<file path="config.mk">
export PLATFORM = sky130hd
export DESIGN_NAME = checksum_fold
export DESIGN_NICKNAME = d
export VERILOG_FILES = /design/src/verilog/my_cfg_pkg.sv /design/src/verilog/my_stream_pkg.sv /design/src/verilog/checksum_fold.sv
export SDC_FILE = /design/constraint.sdc
export NUM_CORES = 1
export LEC_CHECK = 0
export CAP_MARGIN = 10
export CORE_MARGIN = 3
export CORE_UTILIZATION = 59
export CTS_CLUSTER_DIAMETER = 80
export DETAILED_ROUTE_END_ITERATION = 10
export DONT_BUFFER_PORTS = 1
export MAX_ROUTING_LAYER = met4
export PLACE_DENSITY = 0.72
export SYNTH_ARGS = -nofsm -noshare
export SYNTH_HDL_FRONTEND = slang
export SYNTH_SLANG_ARGS = --single-unit
</file>
<file path="constraint.sdc">
create_clock -name ap_clk -period 5.2 [get_ports ap_clk]
set_input_delay 0.52 -clock ap_clk [delete_from_list [all_inputs] [get_ports ap_clk]]
set_output_delay 0.52 -clock ap_clk [all_outputs]
set_load 0.05 [all_outputs]
</file>
<file path="src/operands.mem">
// one 32-bit hex word per line: operand A, then B, then C (16 words each)
// within an operand: dataset-major, then element, then lane (lane 0 first)
00000003
00000007
0000001b
00000102
000a0b0c
12345678
0000ff01
80000001
00000009
00000011
7fffffff
00000044
5a5a1234
00000abc
13572468
00000002
00000005
0000000b
00000100
000000ff
00000003
0000007f
89abcdef
00000010
00001000
00000006
00000002
9e3779b1
00000021
2468ace0
00000003
fffffffe
00000001
00000002
00000003
00000004
11111111
22222222
33333333
44444444
0f0f0f0f
f0f0f0f0
00000000
ffffffff
00abcdef
01010101
76543210
00000080

// verilog/my_cfg_pkg.sv
package my_cfg_pkg;

    // ##############################
    // kernel geometry
    localparam int lane_count      = 2;
    localparam int elem_per_lane   = 4;
    localparam int data_width      = 32;
    localparam int lane_bytes      = data_width / 8;
    localparam int elem_addr_width = 2;

    // ##############################
    // dataset handling
    localparam int dataset_num       = 2;
    localparam int reload_interval   = 1;
    localparam int operand_num       = 3;
    localparam int image_words       = dataset_num * elem_per_lane * lane_count;
    localparam int image_total_words = operand_num * image_words;
    localparam int operand_a_base    = 0;
    localparam int operand_b_base    = image_words;
    localparam int operand_c_base    = 2 * image_words;
    localparam int rom_addr_width    = $clog2(image_total_words);
    localparam int dataset_idx_width = (dataset_num > 1) ? $clog2(dataset_num) : 1;
    localparam int run_cnt_width     = (reload_interval > 1) ? $clog2(reload_interval) : 1;
    localparam string image_file     = "/design/src/operands.mem";

    // flow control between kernel and folder
    localparam int credit_depth    = 4;
    localparam int credit_width    = $clog2(credit_depth + 1);
    localparam int fifo_addr_width = $clog2(credit_depth);

endpackage

// verilog/my_stream_pkg.sv
package my_stream_pkg;

    import my_cfg_pkg::*;

    // one element of every lane, lane 0 in the low word
    typedef struct packed {
        logic [lane_count-1:0][data_width-1:0] lane;
    } operand_pair_t;

    // result of one element step
    // lane_mask marks the lanes that carry a result
    typedef struct packed {
        logic [lane_count-1:0]                 lane_mask;
        logic [lane_count-1:0][data_width-1:0] lane;
    } result_beat_t;

endpackage

</file>
<file path="src/verilog/checksum_fold.sv">
`timescale 1ns/1ps

module checksum_fold (
    input  logic                          ap_clk,
    input  logic                          arst_n,
    input  my_stream_pkg::result_beat_t beat,
    input  logic                          beat_valid,
    output logic                          credit_return,
    output logic [3:0]                    data_out,
    output logic                          data_valid
);
    import my_cfg_pkg::*;
    import my_stream_pkg::*;

    result_beat_t                fifo_mem [credit_depth];
    logic [fifo_addr_width-1:0]  wr_ptr;
    logic [fifo_addr_width-1:0]  rd_ptr;
    logic [credit_width-1:0]     fifo_cnt;
    logic                        pop;
    result_beat_t                head;
    logic [lane_count-1:0][7:0]  lane_xor;
    logic [lane_count-1:0][7:0]  x1;
    logic [lane_count-1:0]       v1;
    logic [7:0]                  x2_next;
    logic [7:0]                  x2;
    logic                        v2;

    // ##############################
    // beat FIFO, never full thanks to credits
    assign pop           = (fifo_cnt != '0);
    assign credit_return = pop;
    assign head          = fifo_mem[rd_ptr];

    always_ff @(posedge ap_clk or negedge arst_n)
    begin
        if (!arst_n)
        begin
            wr_ptr   <= '0;
            rd_ptr   <= '0;
            fifo_cnt <= '0;
        end
        else
        begin
            if (beat_valid)
                wr_ptr <= wr_ptr + 1'b1;
            if (pop)
                rd_ptr <= rd_ptr + 1'b1;
            fifo_cnt <= fifo_cnt + credit_width'(beat_valid) - credit_width'(pop);
        end
    end

    always_ff @(posedge ap_clk)
    begin
        if (beat_valid)
            fifo_mem[wr_ptr] <= beat;
    end

    // stage 1, bytes of each lane
    always_comb
    begin
        for (int i = 0; i < lane_count; i++)
        begin
            lane_xor[i] = '0;
            for (int j = 0; j < lane_bytes; j++)
                lane_xor[i] = lane_xor[i] ^ head.lane[i][8*j +: 8];
        end
    end

    // stage 2, select one lane or xor both
    always_comb
    begin
        x2_next = '0;
        for (int i = 0; i < lane_count; i++)
            if (v1[i])
                x2_next = x2_next ^ x1[i];
    end

    always_ff @(posedge ap_clk or negedge arst_n)
    begin
        if (!arst_n)
        begin
            v1         <= '0;
            v2         <= 1'b0;
            data_valid <= 1'b0;
        end
        else
        begin
            v1         <= pop ? head.lane_mask : '0;
            v2         <= |v1;
            data_valid <= v2;
        end
    end

    // stage 3 folds the nibbles
    always_ff @(posedge ap_clk)
    begin
        x1       <= lane_xor;
        x2       <= x2_next;
        data_out <= x2[7:4] ^ x2[3:0];
    end

endmodule

</file>
==> results list, run 1 <==
- The count of final hold-check violations came to 0.
- Compared with the post-synthesis result, the final layout area differs by 10.6%.
- The critical path starts at fifo_cnt[1].
* Status: complete, no violations
- Clock tree from TritonCTS: built
* Final layout net count: 650
- Clk_lat worst skew: 0.52 ns
* DRT Pass-1 Iters: 4
* Core Box Area: 18400 sq um
- Launching element type of the critical path: flip-flop
- Syn. warnings: 0
- After clock tree synthesis, the clock-pin slew on the worst setup and hold paths is 0.06 ns.
* Worst Setup Path Type: reg2reg
- At the end of routability-driven placement, the weighted congestion stood at 0.706.
* Final max-slew violation count: 0
* CP Data Required Time: 5.61 ns
- The worst hold path belongs to the class in2reg.
- Buffer and inverter count on the worst path: 1
* Layout cells sized above 1: 13.7%
- On the critical path, the stage with the largest delay is an instance of sky130_fd_sc_hd__or3_1.
* Number of global-route vias before repair: 5022
* Count of state elements after synthesis: 303
* Maximum clock rate: 0.418 GHz
* Gr ovfl total: 0
- In this run the number of H-tree levels came out at 1.
* Leakage power summed over all cells: 0.00415 uW
* Average cell area after synthesis: 20.6 sq um
- Dividing the detail-routed wire length by the instance count gives 20.1 um.
- Yosys instantiated no cell more often than sky130_fd_sc_hd__edfxtp_1.
- Delay of the slowest cell on the worst path: 0.68 ns
* Row cnt: 49
* Global-route wire length before repair: 26300 um
- Area taken by flip-flops and latches: 8770 sq um
- In this run the tightest slew margin relative to its limit is 32.5%.
- Starting utilization of the core area: 61.4%
* Reg2Reg Depth: 6
* Ratio of total power to cell area: 565 nW/um^2
- Cell family with most CP delay: adder cells
- The number of different library cells used by synthesis comes to 19.
* Top area cells in the synthesized netlist: sky130_fd_sc_hd__edfxtp_1, sky130_fd_sc_hd__xnor2_1, sky130_fd_sc_hd__mux4_2, sky130_fd_sc_hd__xor2_1, sky130_fd_sc_hd__dfxtp_1
- The synthesized design contains 264 enable-type register cells.
* Proportion of register bits with asynchronous set or reset after synthesis: 3.63%
* Hold endpoint: fifo_mem[3][16]
- Max rail drop VDD: 0.368 mV
- Area of the mapped netlist: 11300 sq um
- The final layout contains routed wiring with a total length of 16500 um.
- Most Frequent Cell on Critical Path: sky130_fd_sc_hd__ha_1
- Using the TritonRoute via totals, the vias-per-cell ratio works out to 5.49.
- # clock sinks: 303
* Reg-to-reg endpoint: fifo_cnt[2]
- Setup Skew: 0.00880 ns
- 75 I/O pins were placed.
- Fill cells in the final layout number 1122.
- Along the worst path, the maximum fanout reaches 6.
- The worst setup path is captured at a flip-flop.
- From left edge to right edge, the die measures 144 um.
* Yosys top cell area share: 70.3%
- Maximum number of pins on one net before global-route repair: 67
- Die Outline Area: 20800 sq um
- Cell at the root of the clock tree: sky130_fd_sc_hd__clkbuf_16
- Synth top cells by count: sky130_fd_sc_hd__edfxtp_1, sky130_fd_sc_hd__xnor2_1, sky130_fd_sc_hd__xor2_1, sky130_fd_sc_hd__mux4_2, sky130_fd_sc_hd__dfxtp_1
- Sum of net half-perimeters after detailed placement: 9990 um
- Final critical-path required period: 2.39 ns
* Total CTS buffers: 29
* Proportion of synthesized chip area in sequential cells: 77.7%
* Post-synth top flop: sky130_fd_sc_hd__edfxtp_1
* Mapped Nets: 625
- Chip height: 144 um
- Setup violations remaining at the end of the flow were counted as 0.
- Worst-case setup slack after placement: 2.81 ns
- In this run, the number of DRC markers left after iteration 0 of detailed routing was 229.
* Via count: 4511
- Global routing used 17.1% of the available tracks.
- Setup slack on the critical path of the routed design comes to 2.81 ns.
- 0 antenna diodes ended up in the layout.
* Multi-input gate area: 2410 sq um
- Max Cap Violations: 0
* Cell-by-cell trace of the critical path: or3_1 > ha_1 > inv_1 > ha_1 > fa_1 > xnor2_1
- Worst-margin pin slew: 1.01 ns
- Start point of the worst hold path: beat[16]
- Number of buffers between clock root and the deepest sink: 3
- Reg-to-reg slack, setup: 2.81 ns
- Count of mapped cells out of synthesis: 549
- Post-route ant nets: 0
- The biggest area contributor in the post-synthesis netlist is sky130_fd_sc_hd__edfxtp_1.
* Count of cells along the worst hold path: 0
- After routing, the total negative slack on setup checks comes to 0 ns.
- Port buffering added 0 buffers.
* Launch instance of the worst register-to-register path: fifo_cnt[1]
- Hold Slack: 0.0887 ns
- Of the available clock period, the critical path in the final layout requires 46.0%.
- Data arrival time at the worst-slack endpoint: 2.80 ns
* Number of antenna violations at the first check in global routing: 0
- Setup repair after global routing left no endpoint under its margin.
- For this run, design rule violations remaining after detail routing come to 0.
-- per-layer routing --
| metal | GRT usage [%] | vias up | wire, um |
|---|---|---|---|
| met5 | - | - | 0 |
| met4 | 4.03 | 0 | 221 |
| met3 | 5.09 | 18 | 1230 |
| met2 | 28.9 | 106 | 8580 |
| met1 | 20.6 | 2304 | 6470 |
| li1 | - | 2083 | - |
-- stage by stage --
| stage | std cells | total power [uW] | util (%) | cell area, sq um |
|---|---|---|---|---|
| floorplan | 549 | 4770 | - | 11300 |
| CTS | 822 | 7140 | 67.9 | 12500 |
| detailed placement | 771 | 5070 | 62.6 | 11500 |
| global placement | 771 | 4990 | 62.6 | 11500 |
| finish | 822 | 7050 | 67.9 | 12500 |
| global route | 822 | 7400 | 67.9 | 12500 |
-- what timing repair did --
item                      CTS  global route
gates resized for setup     0             0
hold endpoints to repair   11             0
hold buffers                1             0
setup buffers               0             0
-- cell usage in the layout (no fill, tap or decap), types with 4 or more instances in the layout --
cell and instances:
sky130_fd_sc_hd__xor2_1 79, sky130_fd_sc_hd__clkbuf_8 4, sky130_fd_sc_hd__mux4_2 31, sky130_fd_sc_hd__clkbuf_1 5
sky130_fd_sc_hd__ha_1 6, sky130_fd_sc_hd__inv_1 6, sky130_fd_sc_hd__clkbuf_16 29, sky130_fd_sc_hd__dfrtp_1 9
sky130_fd_sc_hd__buf_4 4, sky130_fd_sc_hd__nand2_1 18, sky130_fd_sc_hd__bufinv_16 4, sky130_fd_sc_hd__edfxtp_1 264
sky130_fd_sc_hd__clkinv_1 6, sky130_fd_sc_hd__xnor2_1 82, sky130_fd_sc_hd__dfxtp_1 28
-- worst max-delay path by stage --
stage,depth (start not counted),endpoint
floorplan,3,fifo_mem[0][0]
global placement,6,fifo_cnt[2]
detailed placement,6,fifo_cnt[2]
CTS,4,fifo_mem[1][30]
global route,4,fifo_mem[1][1]
finish,6,fifo_cnt[2]
-- worst register-to-register path: cells and delay by family (launching register included) --
family	cells	cell delay, ns
adders and majority gates	3	1.01
buffers and inverters	1	0.04
and+or+nand+nor	1	0.68
DFF	1	0.40
xor gates and xnor gates	1	0.14
-- power by group --
group	switching [uW]	leakage (uW)	total [uW]	internal, uW
logic	604	0.000899	1310	707
registers	405	0.00279	3670	3270
clock network	802	0.000462	2070	1270
-- cells by family after synthesis --
logic type,count (synthesis),synth area share (%)
flip-flops,303,77.7
XOR/XNOR,161,12.5
multiplexers,34,6.89
AND/OR/NAND/NOR,26,1.04
buffers and inverters,17,1.03
adder cells (fa/ha/maj),7,0.843
AO/OA/AOI/OAI,1,0.0443
-- area by class of cell --
type                    instances  share of cell area (%)
flip-flops and latches        303                    70.2
multi-input cells             229                    19.3
clock buffers                  38                    6.41
well taps                     229                    2.30
clock inverters                12                    1.24
repair buffers                  5                   0.321
inverters                       6                   0.180
-- flip-flops by register name, summed over array words and instances (netlist names) --
| name | cells |
|---|---|
| x2 | 8 |
| x1 | 16 |
| fifo_cnt | 3 |
| wr_ptr | 2 |
| fifo_mem | 264 |
| v1 | 2 |
| data_valid | 1 |
| rd_ptr | 2 |
| v2 | 1 |
| data_out | 4 |
Power figures use the tool's default switching activity.
==> run 2, diff against run 1 <==
==> constraint.sdc (replaced) <==
create_clock -name ap_clk -period 2.2 [get_ports ap_clk]
set_input_delay 0.22 -clock ap_clk [delete_from_list [all_inputs] [get_ports ap_clk]]
set_output_delay 0.22 -clock ap_clk [all_outputs]
set_load 0.05 [all_outputs]
==> run 2 against run 1 <==
Sequential share of layout area fell by 4.8 points. Design area rose by 7.4%. Cell count rose by 9.9%. Fmax rose by 16%. Critical path depth did not move. Utilization rose by 5.0 points. Clock power rose to 2.5 times the previous value. First-iteration DRC count fell by 0.44%. Worst hold slack got worse by 0.030 ns. Sequential power rose by 130%. Critical endpoint unchanged. Largest cell class unchanged. Total power rose by 150%. Highest routed layer unchanged. Setup slack got worse by 2.7 ns.
==> results list, run 2 (synthesized netlist as in run 1, its figures left out) <==
* Chip height: 144 um (unchanged)
- The maximum number of pins on one net before global-route repair was 67 (unchanged).
* Die boundary width: 144 um (unchanged)
- The element type at the critical path end is a flip-flop (unchanged).
- The violation count after the first detailed-route iteration is 228 (was 229).
- The setup violation total in the final timing report is 0 (unchanged).
- The number of I/O pins came to 75 (unchanged).
* Antenna Diode Count: 0 (unchanged)
- The launching element type of the critical path is a flip-flop (unchanged).
* Top library cells by usage in the layout, fill and taps aside: sky130_fd_sc_hd__edfxtp_1, sky130_fd_sc_hd__xnor2_1, sky130_fd_sc_hd__xor2_1 (unchanged)
* Via density: 5.40 (was 5.49)
- Register with the highest flop count: fifo_mem (unchanged)
- The kind of path behind the tightest hold check is in2reg (unchanged).
- The number of buffers and inverters on the critical path was 1 (unchanged).
* Relative slew margins: 63.1% (was 32.5%)
- # clock sinks: 303 (unchanged)
- The overall global routing resource usage came to 18.7% (was 17.1%).
- DRC violations left: 0 (unchanged)
- RSZ-0062 raised after global routing: no (unchanged).
- Largest register FFs: 264 (unchanged)
- The count of final hold-check violations was 0 (unchanged).
* Worst-margin pin slew: 0.553 ns (was 1.01 ns)
- The maximum clock rate came to 0.485 GHz (was 0.418 GHz).
- The final hold slack was 0.0589 ns (was 0.0887 ns).
- The buffer levels on the longest clock path came to 3 (unchanged).
- Layout cells sized above 1: 14.8% (was 13.7%)
* Growth of design area from synthesis to finish: 18.8% (was 10.6%)
* Total CTS buffers: 30 (was 29)
* Cell family with most CP delay: adder cells (unchanged)
- The final critical path time including I/O delays and setup was 2.06 ns (was 2.39 ns).
- The routability congestion estimate came to 0.697 (was 0.706).
* Worst Setup Path Type: reg2reg (unchanged)
- The clock tree root driver cell is sky130_fd_sc_hd__clkbuf_16 (unchanged).
- Global-route wire length before repair: 28600 um (was 26300 um)
* Starting utilization of the core area: 61.4% (unchanged)
- Die Outline Area: 20800 sq um (unchanged)
- DRT Pass-1 Iters: 4 (unchanged)
- The via count of the first global-routing pass was 5315 (was 5022).
- Clock transition at the registers of the reported paths: 0.06 ns (about the same)
* Final max-slew violation count: 0 (unchanged)
- The number of nets with antenna violations after routing is 0 (unchanged).
- The worst supply voltage drop on vdd was 0.810 mV (was 0.368 mV).
- The total leakage power was 0.00455 uW (was 0.00415 uW).
* Share of the clock period used by the worst path: 93.7% (was 46.0%)
- The CTS H-tree depth came to 1 (unchanged).
- The via count is 4877 (was 4511).
* Most Frequent Cell on Critical Path: sky130_fd_sc_hd__ha_1 (unchanged)
- The power per unit of standard cell area came to 1300 nW/um^2 (was 565 nW/um^2).
- The biggest fanout along the worst timing path is 3 (was 6).
* Number of antenna violations at the first check in global routing: 0 (unchanged)
- The data arrival time of the worst path came to 2.48 ns (was 2.80 ns).
* Status: complete, no violations (unchanged)
* Row cnt: 49 (unchanged)
* Core Box Area: 18400 sq um (unchanged)
- Port Buffer Count: 0 (unchanged)
* Largest registers: fifo_mem (264), x1 (16), x2 (8) (unchanged)
* Delay of the slowest cell on the worst path: 0.49 ns (was 0.68 ns)
- Setup Skew: 0.0199 ns (was 0.00880 ns)
- The wire length reported by the detailed router is 18300 um (was 16500 um).
* Post-detailed-route wirelength per cell: 20.3 um (was 20.1 um)
* Min setup slack post-route: 0.138 ns (was 2.81 ns)
- The count of maximum capacitance violations is 0 (unchanged).
- The clock latency at the later pin of the worst-skew pair is 0.54 ns (was 0.52 ns).
- The standard cell with the maximum stage delay on the critical path is sky130_fd_sc_hd__or3_4 (was sky130_fd_sc_hd__or3_1).
* Gr ovfl total: 0 (unchanged)
* Sum of net half-perimeters after detailed placement: 10500 um (was 9990 um)
- Cell-by-cell trace of the critical path: or3_4 > ha_1 > inv_1 > ha_1 > fa_1 > xnor2_1 (was or3_1 > ha_1 > inv_1 > ha_1 > fa_1 > xnor2_1)
- Most common cell after layout, fill and taps aside: sky130_fd_sc_hd__edfxtp_1 (unchanged)
* Worst-case setup slack after placement: -0.0886 ns (was 2.81 ns)
* CP Data Required Time: 2.61 ns (was 5.61 ns)
- Final layout net count: 726 (was 650)
- The CTS tree is built (unchanged).
==> run 2: cell count changes in the layout (fill, tap and decap cells not counted), sizes merged <==
| cell | before | now |
|---|---|---|
| clkinv | 7 | 8 |
| buf | 4 | 12 |
| dlygate4sd3 | 1 | 68 |
| clkbuf | 38 | 43 |
==> run 2: cell type report <==
| class | instances | area [sq um] |
|---|---|---|
| Multi-Input combinational cell | 229 | 2410 |
| Timing Repair Buffer | 80 | 858 |
| Sequential cell | 303 | 8770 |
| Clock buffer | 43 | 880 |
| Clock inverter | 13 | 176 |
| Fill cell | 1043 | 4990 |
| Inverter | 6 | 22.5 |
| Tap cell | 229 | 287 |
==> run 2: power by group <==
group          leakage, uW  switching [uW]  internal (uW)
sequential         0.00279             766           7710
clock             0.000519            2010           3240
combinational      0.00124            1810           1930
==> run 2: stage by stage <==
stage               total power, uW  std cells  util, %  area, sq um  setup TNS (ns)
finish                        17500        903     72.9        13400               0
CTS                           17700        903     72.9        13400               0
global route                  18300        903     72.9        13400               0
detailed placement            12300        779     63.4        11700          -0.114
global placement              12100        779     63.4        11700         -0.0358
floorplan                     11300        549        -        11300               0
==> run 2: path summary, 6_finish.rpt <==
kind | to | slack [ns] | start | cells past startpoint
max | fifo_cnt[2] | 0.14 | fifo_cnt[1] | 6
min | fifo_mem[1][49] | 0.06 | beat_valid | 1
max reg2reg | fifo_cnt[2] | 0.14 | fifo_cnt[1] | 6
min reg2reg | data_valid | 0.35 | v2 | 0
max in group asynchronous | rd_ptr[0] | 1.74 | arst_n | 1
min in group asynchronous | wr_ptr[0] | 0.10 | arst_n | 1
==> run 2: timing repair <==
action | 4_1_cts | 5_1_grt
hold buffers | 68 | 0
gates resized for setup | 1 | 0
endpoints found under the hold margin | 278 | 0
buffers inserted | 0 | 0
setup endpoints to repair | 2 | 0
==> run 2: per-layer routing <==
layer / share of wire, % / track usage, %
met1: 42 / 23.6
met3: 3.6 / 3.08
met4: 1.6 / 4.12
met5: 0 / -
met2: 53 / 32.3
